$ cat src/stepper_pkg.sv
// Widths and codes shared by all controller blocks. Positions wrap silently at 32 bits
package stepper_pkg;

  localparam int WORD_BITS     = 64;
  localparam int CMD_BITS      = 8;
  localparam int DURATION_BITS = 32;
  localparam int DDA_BITS      = 64;
  localparam int POSITION_BITS = 32;
  localparam int DIVISOR_BITS  = 8;

  typedef logic        [WORD_BITS-1:0]     word_t;     // Host command or reply word
  typedef logic        [CMD_BITS-1:0]      cmd_t;      // Header byte in bits 63:56
  typedef logic        [DURATION_BITS-1:0] duration_t; // Move length in ticks
  typedef logic signed [DDA_BITS-1:0]      dda_t;      // Increment or acceleration
  typedef logic signed [POSITION_BITS-1:0] position_t;
  typedef logic        [DIVISOR_BITS-1:0]  divisor_t;

  // Host command codes
  localparam cmd_t CMD_COORDINATED_STEP = 8'h01;
  localparam cmd_t CMD_MOTOR_ENABLE     = 8'h0a;
  localparam cmd_t CMD_MOTOR_BRAKE      = 8'h0b;
  localparam cmd_t CMD_CLK_DIVISOR      = 8'h20;
  localparam cmd_t CMD_CHANNEL_INFO     = 8'hfd;
  localparam cmd_t CMD_API_VERSION      = 8'hfe;

  localparam divisor_t DEFAULT_DIVISOR = 8'd32; // CLK cycles per DDA tick

  // Reported by the API version command
  localparam logic [7:0] VERSION_MAJOR = 8'd0;
  localparam logic [7:0] VERSION_MINOR = 8'd1;
  localparam logic [7:0] VERSION_PATCH = 8'd0;
  localparam logic [7:0] VERSION_DEVEL = 8'd0;

  typedef enum logic [2:0] {
    REPLY_ZERO,
    REPLY_INFO,
    REPLY_VERSION,
    REPLY_POSITION
  } reply_sel_e;

  typedef enum logic [1:0] {
    SEQ_IDLE,
    SEQ_LOAD,
    SEQ_RUN
  } seq_state_e;

endpackage
$ cat src/stepper_ctrl.sv
// Host words on word_received edges and no back-pressure beyond buffer_dtr
`timescale 1ns/100ps

module stepper_ctrl #(
  parameter int NUM_MOTORS = 2,
  parameter int BUFFER_SIZE = 2,
  localparam int INDEX_BITS = (BUFFER_SIZE > 1) ? $clog2(BUFFER_SIZE) : 1,
  localparam int AXIS_BITS = (NUM_MOTORS > 1) ? $clog2(NUM_MOTORS) : 1
) (
  input  logic                  CLK,
  input  logic                  resetn,
  input  stepper_pkg::word_t    word_data,
  input  logic                  word_received,
  output stepper_pkg::word_t    word_send_data,
  output logic [NUM_MOTORS-1:0] step,
  output logic [NUM_MOTORS-1:0] dir,
  output logic [NUM_MOTORS-1:0] enable,
  output logic [NUM_MOTORS-1:0] brake,
  output logic                  buffer_dtr,
  output logic                  move_done
);

  logic [INDEX_BITS-1:0]   move_index;
  logic [BUFFER_SIZE-1:0]  stepready;
  stepper_pkg::duration_t  move_duration;
  stepper_pkg::dda_t       move_inc [NUM_MOTORS];
  stepper_pkg::dda_t       move_acc [NUM_MOTORS];
  stepper_pkg::divisor_t   divisor;
  stepper_pkg::reply_sel_e reply_sel;
  logic [AXIS_BITS-1:0]    reply_axis;
  logic                    reply_stb;
  logic                    snapshot_stb;
  logic                    dda_tick;
  logic                    load_move;
  logic                    running;
  stepper_pkg::position_t  position [NUM_MOTORS];

  command_decoder #(.NUM_MOTORS(NUM_MOTORS), .BUFFER_SIZE(BUFFER_SIZE)) u_command_decoder (
    .CLK(CLK), .resetn(resetn), .word_data(word_data), .word_received(word_received),
    .move_index(move_index), .stepready(stepready), .move_duration(move_duration),
    .move_inc(move_inc), .move_acc(move_acc), .dir(dir), .enable(enable), .brake(brake),
    .divisor(divisor), .reply_sel(reply_sel), .reply_axis(reply_axis),
    .reply_stb(reply_stb), .snapshot_stb(snapshot_stb)
  );

  move_sequencer #(.BUFFER_SIZE(BUFFER_SIZE)) u_move_sequencer (
    .CLK(CLK), .resetn(resetn), .divisor(divisor), .stepready(stepready),
    .move_duration(move_duration), .move_index(move_index), .dda_tick(dda_tick),
    .load_move(load_move), .running(running), .buffer_dtr(buffer_dtr), .move_done(move_done)
  );

  reply_builder #(.NUM_MOTORS(NUM_MOTORS)) u_reply_builder (
    .CLK(CLK), .resetn(resetn), .reply_sel(reply_sel), .reply_axis(reply_axis),
    .reply_stb(reply_stb), .snapshot_stb(snapshot_stb), .position(position),
    .word_send_data(word_send_data)
  );

  for (genvar m = 0; m < NUM_MOTORS; m++) begin : g_axis
    dda_axis u_dda_axis (
      .CLK(CLK), .resetn(resetn), .dda_tick(dda_tick), .load_move(load_move),
      .running(running), .move_inc(move_inc[m]), .move_acc(move_acc[m]), .dir(dir[m]),
      .step(step[m]), .position(position[m])
    );
  end

endmodule

$ cat src/reply_builder.sv
// Reply word changes only on reply_stb and position replies show the snapshot at move start
`timescale 1ns/100ps

module reply_builder #(
  parameter int NUM_MOTORS = 2,
  localparam int AXIS_BITS = (NUM_MOTORS > 1) ? $clog2(NUM_MOTORS) : 1
) (
  input  logic                    CLK,
  input  logic                    resetn,
  input  stepper_pkg::reply_sel_e reply_sel,
  input  logic [AXIS_BITS-1:0]    reply_axis,
  input  logic                    reply_stb,
  input  logic                    snapshot_stb,
  input  stepper_pkg::position_t  position [NUM_MOTORS],
  output stepper_pkg::word_t      word_send_data
);

  stepper_pkg::position_t snapshot [NUM_MOTORS];
  stepper_pkg::word_t     info_word;
  stepper_pkg::word_t     version_word;

  // Channel info layout
  assign info_word = {
    40'd0,
    8'(stepper_pkg::POSITION_BITS), // Byte 2
    8'd0,                           // No encoders
    8'(NUM_MOTORS)
  };

  assign version_word = {
    32'd0,
    stepper_pkg::VERSION_DEVEL,
    stepper_pkg::VERSION_MAJOR,
    stepper_pkg::VERSION_MINOR,
    stepper_pkg::VERSION_PATCH
  };

  always_ff @(posedge CLK) begin
    if (snapshot_stb) begin
      for (int n = 0; n < NUM_MOTORS; n++) begin
        snapshot[n] <= position[n];
      end
    end
  end

  always_ff @(posedge CLK) begin
    if (resetn) begin
      word_send_data <= '0;
    end else if (reply_stb) begin
      case (reply_sel)
        stepper_pkg::REPLY_INFO:     word_send_data <= info_word;
        stepper_pkg::REPLY_VERSION:  word_send_data <= version_word;
        stepper_pkg::REPLY_POSITION: word_send_data <= {32'd0, snapshot[reply_axis]};
        default:                     word_send_data <= '0;
      endcase
    end
  end

endmodule

$ cat src/dda_axis.sv
// Accumulator restarts at zero on every move load so steps depend on the move words only
`timescale 1ns/100ps

module dda_axis (
  input  logic                   CLK,
  input  logic                   resetn,
  input  logic                   dda_tick,
  input  logic                   load_move,
  input  logic                   running,
  input  stepper_pkg::dda_t      move_inc,
  input  stepper_pkg::dda_t      move_acc,
  input  logic                   dir,
  output logic                   step,
  output stepper_pkg::position_t position
);

  localparam int TOP = stepper_pkg::DDA_BITS - 1;

  stepper_pkg::dda_t increment;    // Velocity term, grows by acceleration
  stepper_pkg::dda_t acceleration;
  stepper_pkg::dda_t accumulator;
  stepper_pkg::dda_t accumulator_next;
  logic              advance;
  logic              top_flip;

  assign accumulator_next = accumulator + increment;
  assign advance          = dda_tick & running;
  assign top_flip         = accumulator_next[TOP] != accumulator[TOP];

  always_ff @(posedge CLK) begin
    if (load_move) begin
      increment    <= move_inc;
      acceleration <= move_acc;
      accumulator  <= '0;
    end else if (advance) begin
      increment   <= increment + acceleration;
      accumulator <= accumulator_next;
    end
  end

  // One cycle step pulse per top bit change
  always_ff @(posedge CLK) begin
    if (resetn) begin
      step     <= 1'b0;
      position <= '0;
    end else begin
      step <= advance & top_flip;
      if (advance && top_flip) begin
        if (dir) begin
          position <= position + 32'sd1;
        end else begin
          position <= position - 32'sd1;
        end
      end
    end
  end

endmodule

$ cat src/move_sequencer.sv
// Plays buffered moves in slot order and a zero duration move finishes without ticks
`timescale 1ns/100ps

module move_sequencer #(
  parameter int BUFFER_SIZE = 2,
  localparam int INDEX_BITS = (BUFFER_SIZE > 1) ? $clog2(BUFFER_SIZE) : 1
) (
  input  logic                   CLK,
  input  logic                   resetn,
  input  stepper_pkg::divisor_t  divisor,
  input  logic [BUFFER_SIZE-1:0] stepready,
  input  stepper_pkg::duration_t move_duration,
  output logic [INDEX_BITS-1:0]  move_index,
  output logic                   dda_tick,
  output logic                   load_move,
  output logic                   running,
  output logic                   buffer_dtr,
  output logic                   move_done
);

  stepper_pkg::seq_state_e state;
  logic [BUFFER_SIZE-1:0]  stepready_seen; // Sequencer copy of stepready
  logic [BUFFER_SIZE-1:0]  busy;
  stepper_pkg::divisor_t   tick_count;
  stepper_pkg::duration_t  ticks_left;

  assign dda_tick  = (tick_count == '0);
  assign load_move = (state == stepper_pkg::SEQ_LOAD);
  assign running   = (state == stepper_pkg::SEQ_RUN);

  // A slot is taken while it waits or while it plays
  always_comb begin
    busy = stepready ^ stepready_seen;
    if (state != stepper_pkg::SEQ_IDLE) begin
      busy[move_index] = 1'b1;
    end
  end

  assign buffer_dtr = ~&busy;

  // Free running tick divider
  always_ff @(posedge CLK) begin
    if (resetn) begin
      tick_count <= '0;
    end else if (dda_tick) begin
      tick_count <= divisor - 8'd1; // Divisor 1 ticks every cycle
    end else begin
      tick_count <= tick_count - 8'd1;
    end
  end

  always_ff @(posedge CLK) begin
    if (resetn) begin
      state          <= stepper_pkg::SEQ_IDLE;
      stepready_seen <= '0;
      move_index     <= '0;
      move_done      <= 1'b0;
    end else begin
      move_done <= 1'b0;
      case (state)
        stepper_pkg::SEQ_IDLE: begin
          if (stepready[move_index] != stepready_seen[move_index]) begin
            state <= stepper_pkg::SEQ_LOAD;
          end
        end
        stepper_pkg::SEQ_LOAD: begin
          stepready_seen[move_index] <= stepready[move_index];
          ticks_left                 <= move_duration;
          if (move_duration == '0) begin
            move_done  <= 1'b1;
            move_index <= move_index + 1'b1;
            state      <= stepper_pkg::SEQ_IDLE;
          end else begin
            state <= stepper_pkg::SEQ_RUN;
          end
        end
        stepper_pkg::SEQ_RUN: begin
          if (dda_tick) begin
            ticks_left <= ticks_left - 32'd1;
            if (ticks_left == 32'd1) begin // Last tick of this move
              move_done  <= 1'b1;
              move_index <= move_index + 1'b1;
              state      <= stepper_pkg::SEQ_IDLE;
            end
          end
        end
        default: state <= stepper_pkg::SEQ_IDLE;
      endcase
    end
  end

endmodule

$ cat src/command_decoder.sv
// Host must keep buffer_dtr high before sending a move since a full buffer is overwritten
`timescale 1ns/100ps

module command_decoder #(
  parameter int NUM_MOTORS = 2,
  parameter int BUFFER_SIZE = 2,
  localparam int INDEX_BITS = (BUFFER_SIZE > 1) ? $clog2(BUFFER_SIZE) : 1,
  localparam int AXIS_BITS = (NUM_MOTORS > 1) ? $clog2(NUM_MOTORS) : 1
) (
  input  logic                      CLK,
  input  logic                      resetn,
  input  stepper_pkg::word_t        word_data,
  input  logic                      word_received,
  input  logic [INDEX_BITS-1:0]     move_index,
  output logic [BUFFER_SIZE-1:0]    stepready,
  output stepper_pkg::duration_t    move_duration,
  output stepper_pkg::dda_t         move_inc [NUM_MOTORS],
  output stepper_pkg::dda_t         move_acc [NUM_MOTORS],
  output logic [NUM_MOTORS-1:0]     dir,
  output logic [NUM_MOTORS-1:0]     enable,
  output logic [NUM_MOTORS-1:0]     brake,
  output stepper_pkg::divisor_t     divisor,
  output stepper_pkg::reply_sel_e   reply_sel,
  output logic [AXIS_BITS-1:0]      reply_axis,
  output logic                      reply_stb,
  output logic                      snapshot_stb
);

  logic                  word_received_q;
  logic                  word_rise;
  stepper_pkg::cmd_t     word_cmd;
  stepper_pkg::cmd_t     message_header; // Header of the message in progress
  logic [7:0]            word_count;     // Words of that message taken so far
  logic                  awaiting_more;
  logic                  in_move;
  logic [INDEX_BITS-1:0] write_index;

  // Move buffer, one slot per queued move
  stepper_pkg::duration_t duration_mem [BUFFER_SIZE];
  stepper_pkg::dda_t      inc_mem [BUFFER_SIZE][NUM_MOTORS];
  stepper_pkg::dda_t      acc_mem [BUFFER_SIZE][NUM_MOTORS];
  logic [NUM_MOTORS-1:0]  dir_mem [BUFFER_SIZE];

  assign word_rise = word_received & ~word_received_q;
  assign word_cmd  = word_data[stepper_pkg::WORD_BITS-1 -: stepper_pkg::CMD_BITS];

  assign in_move       = (message_header == stepper_pkg::CMD_COORDINATED_STEP);
  assign awaiting_more = in_move || (message_header == stepper_pkg::CMD_API_VERSION);

  // Slot under playback goes to the sequencer and axes
  assign move_duration = duration_mem[move_index];
  assign dir           = dir_mem[move_index];

  always_comb begin
    for (int n = 0; n < NUM_MOTORS; n++) begin
      move_inc[n] = inc_mem[move_index][n];
      move_acc[n] = acc_mem[move_index][n];
    end
  end

  always_ff @(posedge CLK) begin
    if (resetn) begin
      word_received_q <= 1'b1; // A word needs a low phase first
      message_header  <= '0;
      word_count      <= '0;
      write_index     <= '0;
      stepready       <= '0;
      enable          <= '0;
      brake           <= '0;
      divisor         <= stepper_pkg::DEFAULT_DIVISOR;
      reply_sel       <= stepper_pkg::REPLY_ZERO;
      reply_axis      <= '0;
      reply_stb       <= 1'b0;
      snapshot_stb    <= 1'b0;
      for (int b = 0; b < BUFFER_SIZE; b++) begin
        dir_mem[b] <= '0;
      end
    end else begin
      word_received_q <= word_received;
      reply_stb       <= word_rise;
      snapshot_stb    <= 1'b0;
      if (word_rise) begin
        reply_sel  <= stepper_pkg::REPLY_ZERO; // Default reply
        reply_axis <= '0;
        if (!awaiting_more) begin
          message_header <= word_cmd;
          word_count     <= 8'd1;
          case (word_cmd)
            stepper_pkg::CMD_COORDINATED_STEP: begin
              dir_mem[write_index] <= word_data[NUM_MOTORS-1:0];
              snapshot_stb         <= 1'b1; // Positions at start of this move
            end
            stepper_pkg::CMD_MOTOR_ENABLE: enable <= word_data[NUM_MOTORS-1:0];
            stepper_pkg::CMD_MOTOR_BRAKE:  brake <= word_data[NUM_MOTORS-1:0];
            stepper_pkg::CMD_CLK_DIVISOR:  divisor <= word_data[stepper_pkg::DIVISOR_BITS-1:0];
            stepper_pkg::CMD_CHANNEL_INFO: reply_sel <= stepper_pkg::REPLY_INFO;
            stepper_pkg::CMD_API_VERSION:  reply_sel <= stepper_pkg::REPLY_VERSION;
            default: ;
          endcase
        end else if (in_move) begin
          word_count <= word_count + 8'd1;
          if (word_count == 8'd1) begin
            reply_sel <= stepper_pkg::REPLY_POSITION; // Axis 0 with the duration word
          end
          for (int n = 0; n < NUM_MOTORS; n++) begin
            if (word_count == 8'(2 * n + 3)) begin
              if (n < NUM_MOTORS - 1) begin
                reply_sel  <= stepper_pkg::REPLY_POSITION;
                reply_axis <= AXIS_BITS'(n + 1);
              end else begin
                // Last acceleration word hands the slot over
                stepready[write_index] <= ~stepready[write_index];
                write_index            <= write_index + 1'b1;
                message_header         <= '0;
                word_count             <= '0;
              end
            end
          end
        end else begin
          message_header <= '0; // Trailing API version word
          word_count     <= '0;
        end
      end
    end
  end

  // Buffer payload
  always_ff @(posedge CLK) begin
    if (word_rise && in_move) begin
      if (word_count == 8'd1) begin
        duration_mem[write_index] <= word_data[stepper_pkg::DURATION_BITS-1:0];
      end
      for (int n = 0; n < NUM_MOTORS; n++) begin
        if (word_count == 8'(2 * n + 2)) inc_mem[write_index][n] <= word_data;
        if (word_count == 8'(2 * n + 3)) acc_mem[write_index][n] <= word_data;
      end
    end
  end

endmodule

$ cat config.mk
export PLATFORM = sky130hd
export DESIGN_NAME = stepper_ctrl
export DESIGN_NICKNAME = d
export VERILOG_FILES = /design/src/stepper_pkg.sv /design/src/stepper_ctrl.sv /design/src/reply_builder.sv /design/src/dda_axis.sv /design/src/move_sequencer.sv /design/src/command_decoder.sv
export SDC_FILE = /design/constraint.sdc
export NUM_CORES = 2
export LEC_CHECK = 0
export ABC_AREA = 1
export BUFFER_PORTS_ARGS = -buffer_cell sky130_fd_sc_hd__buf_2
export CORE_MARGIN = 2
export CORE_UTILIZATION = 44
export DETAILED_ROUTE_END_ITERATION = 6
export GPL_TIMING_DRIVEN = 0
export HOLD_SLACK_MARGIN = 0.08
export SYNTH_ARGS = -nofsm -noshare
export SYNTH_HDL_FRONTEND = slang
export SYNTH_SLANG_ARGS = --single-unit
$ cat constraint.sdc
create_clock -name CLK -period 8.9 [get_ports CLK]
set_clock_uncertainty 0.15 [all_clocks]
set_input_delay 1.335 -clock CLK [delete_from_list [all_inputs] [get_ports CLK]]
set_output_delay 1.335 -clock CLK [all_outputs]
set_load 0.01 [all_outputs]
==> metrics.yaml <==
io_pins: 141
final_area_um2: 75990
critPathMaxFanout: 49
outcome: "complete, no violations"
drv_cap: 0
maxSlewViolCount: 0
muxShareOfSynthArea_pct: 0.6969
rows: 143
nFillCells: 14750
yosysUniqueCellTypes: 57
ff2ff_path_depth: 9
reg2reg_to: "g_axis[1].u_dda_axis.increment[54]$_DFFE_PP_"
timing.rr.start: "u_move_sequencer.state[1]$_SDFFE_PP0P_"
clk_latency_ns: 0.79
ant_nets: 0
clockBufferDepth: 3
switchingPower_mw: 12.62
grt_pass1_vias: 56330
numPortBuffers: 108
synth-xor-area-share_pct: 1.920
power_mw: 26.93
p_sw_share_pct: 46.88
yosys.area_share.adder_pct: 6.146
final-setup-viol-count: 0
cts_buffers: 137
core_area_um2: 152100
start_kind: "flip-flop"
fin_crit_ns: 4.978
synthArstFlopShare_pct: 0
drive_gt1_share_pct: 6.101
slew_headroom_pct: 1.458
drc: 0
place_inst: 10430
place_congestion: 1.049
synth_area_leaders: "edfxtp_1 (41%), nand2_1 (11%), dfxtp_1 (8.2%)"
wl_per_cell_um: 24.86
cts-root-buf: "clkbuf_16"
first_pass_iters: 6
holdWs_ns: 0.3098
ir_worst_vdd_uv: 228.0
rsz0062_at_grt: "no"
grt_overflow: 0
post_cts_resized: 0
netlist.area_leader.share_pct: 41.46
grt_pass1_wl_um: 377700
grt_max_degree: 65
dp_slack_ns: 3.943
synth_common_cells: "nand2_1 (2,064), nor2_1 (1,260), inv_1 (933)"
hold_class: "reg2reg"
via_per_inst: 5.454
cts_hold_buf: 0
synth-seq-cells: 1209
yosys_warnings: 0
finalHoldViolCount: 0
syn_area_per_cell_um2: 8.193
worstPathRequired_ns: 9.24
clkTransAtPathRegs_ns: 0.06
clkPwrFrac_pct: 21.4
synth_top_cell_by_area: "edfxtp_1"
worstPathArrival_ns: 5.31
drtIter0Drc: 5830
r2r_setup_slack_ns: 3.92
critical_path.startpoint: "u_move_sequencer.state[1]$_SDFFE_PP0P_"
combPwrFrac_pct: 48.6
synth_top_family_by_area: "simple AND/OR/NAND/NOR gates"
fin_crit_sh_pct: 55.93
cts.sinks: 1209
postPlaceCellArea_um2: 71400
post_cts_buffers: 0
cp-end-kind: "flip-flop"
area_delta_synth_final_pct: 12.56
pwr_density_cell_nw_per_um2: 354.4
worstMarginPinSlew_ns: 1.478
synthSimpleGateAreaFrac_pct: 23.83
start_util_pct: 44.39
fmax_ghz: 0.2009
die_area_um2: 156600
layout.nets: 8938
wl_um: 265900
antenna_found_initial: 32
cts_max_level: 4
synth_cells: 8240
final_cells: 10700
crit_type: "reg2reg"
power_frac_seq_pct: 30.0
synth_edf_count: 932
cts_tree: "yes"
intPower_mw: 14.31
track_usage_pct: 33.32
vias: 58330
synth_flop_cell: "edfxtp_1"
setup_ws_ns: 3.922
ys_seq_area_share_pct: 49.67
endpoint: "g_axis[1].u_dda_axis.increment[54]$_DFFE_PP_"
syn_area_um2: 67510
die_width_um: 395.7
hpwlAfterDp_um: 210900
yosysMostFrequentCell: "nand2_1"
p_leak_nw: 31.87
die_h_um: 395.7
synth_compound_area_share_pct: 10.97
==> critical path: stages, from the launching register on <==
cell,delay (ns)
dfxtp_1,0.35
inv_1,0.09
ha_4,0.35
clkbuf_1,0.25
inv_2,0.44
clkbuf_1,0.69
buf_1,0.87
nand2_4,0.69
buf_16,0.43
buf_12,0.22
==> cell usage in the layout, fill, tap and decap left out, drive strengths merged, types with 32 or more instances in the layout <==
master,netlist,layout
clkinv,3,59
edfxtp,932,932
xor2,89,89
nor3,79,79
nand3,395,395
conb,1,32
a21oi,573,573
xnor2,59,59
o21bai,67,67
nor2,1271,1271
nand4,90,90
buf,103,236
clkbuf,111,281
dfxtp,277,277
nand2,2075,2075
inv,943,952
o21ai,557,557
mux2,32,32
ha,322,322
a21o,37,37
==> power by group through the flow <==
stage	clock network, mW	registers [mW]	logic [mW]
floorplan	0	7.70	8.50
global placement	0	8.23	12.7
detailed placement	0	8.15	12.8
CTS	5.82	8.05	12.9
global route	6.04	8.11	14.4
finish	5.76	8.07	13.1
==> per-layer routing <==
metal  up-vias  part of all wire, %  GRT usage [%]
met3       461                  5.9          4.735
li1      28040                    -              -
met4         6                  5.3          16.49
met5         -                0.019              0
met1     27890                   40          40.50
met2      1932                   49          57.76
==> per-stage QoR <==
stage / utilization [%] / TNS, ns
5_1_grt: 49.96 / 0
2_1_floorplan: - / 0
4_1_cts: 49.95 / 0
3_3_place_gp: 46.49 / -531.99
3_5_place_dp: 46.95 / 0
6_report: 49.96 / 0
==> layout make-up <==
type	instances	area [um^2]	share of cell area (%)
Clock buffer	170	3623	4.768
Inverter	946	3553	4.676
Antenna cell	10	25.02	0.03293
Sequential cell	1209	33540	44.13
Multi-Input combinational cell	5902	29640	39.00
Timing Repair Buffer	133	1111	1.462
Buffer	214	1023	1.347
Clock inverter	81	939.7	1.237
Tap cell	2030	2540	3.343
==> sequential cells by signal, indices dropped and copies added, names as in the netlist, 32 cells and up, named ones only <==
signal and flops:
g_axis.u_dda_axis.acceleration 128, g_axis.u_dda_axis.accumulator 126, g_axis.u_dda_axis.increment 128, g_axis.u_dda_axis.position 64
u_command_decoder.acc_mem 256, u_command_decoder.duration_mem 64, u_command_decoder.inc_mem 256, u_move_sequencer.ticks_left 32
u_reply_builder.snapshot 64, u_reply_builder.word_send_data 32
==> cell families (layout without fill, tap and decap cells) <==
| family | Yosys count | in the layout |
|---|---|---|
| compound gates | 1369 | 1369 |
| xor+xnor | 148 | 148 |
| fa+ha+maj | 328 | 328 |
| buf+inv | 1160 | 1544 |
| flops | 1209 | 1209 |
| mux | 43 | 43 |
| other cells | 1 | 42 |
| simple gates | 3982 | 3982 |
==> worst min path at each step <==
| stage | startpoint | endpoint | depth (start not counted) | slack, ns |
|---|---|---|---|---|
| 2_1_floorplan | g_axis[0].u_dda_axis.position[31]$_SDFFE_PP0P_ | u_reply_builder.snapshot[0][31]$_DFFE_PP_ | 0 | 0.26 |
| 3_3_place_gp | u_command_decoder.divisor[7]$_SDFFE_PP0P_ | u_command_decoder.divisor[7]$_SDFFE_PP0P_ | 2 | 0.29 |
| 3_5_place_dp | u_command_decoder.divisor[7]$_SDFFE_PP0P_ | u_command_decoder.divisor[7]$_SDFFE_PP0P_ | 2 | 0.30 |
| 4_1_cts | u_command_decoder.divisor[7]$_SDFFE_PP0P_ | u_command_decoder.divisor[7]$_SDFFE_PP0P_ | 2 | 0.31 |
| 5_1_grt | g_axis[0].u_dda_axis.position[5]$_SDFFE_PP0P_ | u_reply_builder.snapshot[0][5]$_DFFE_PP_ | 0 | 0.33 |
| 6_report | u_command_decoder.divisor[7]$_SDFFE_PP0P_ | u_command_decoder.divisor[7]$_SDFFE_PP0P_ | 2 | 0.31 |
(Power assumes the default switching activity.)
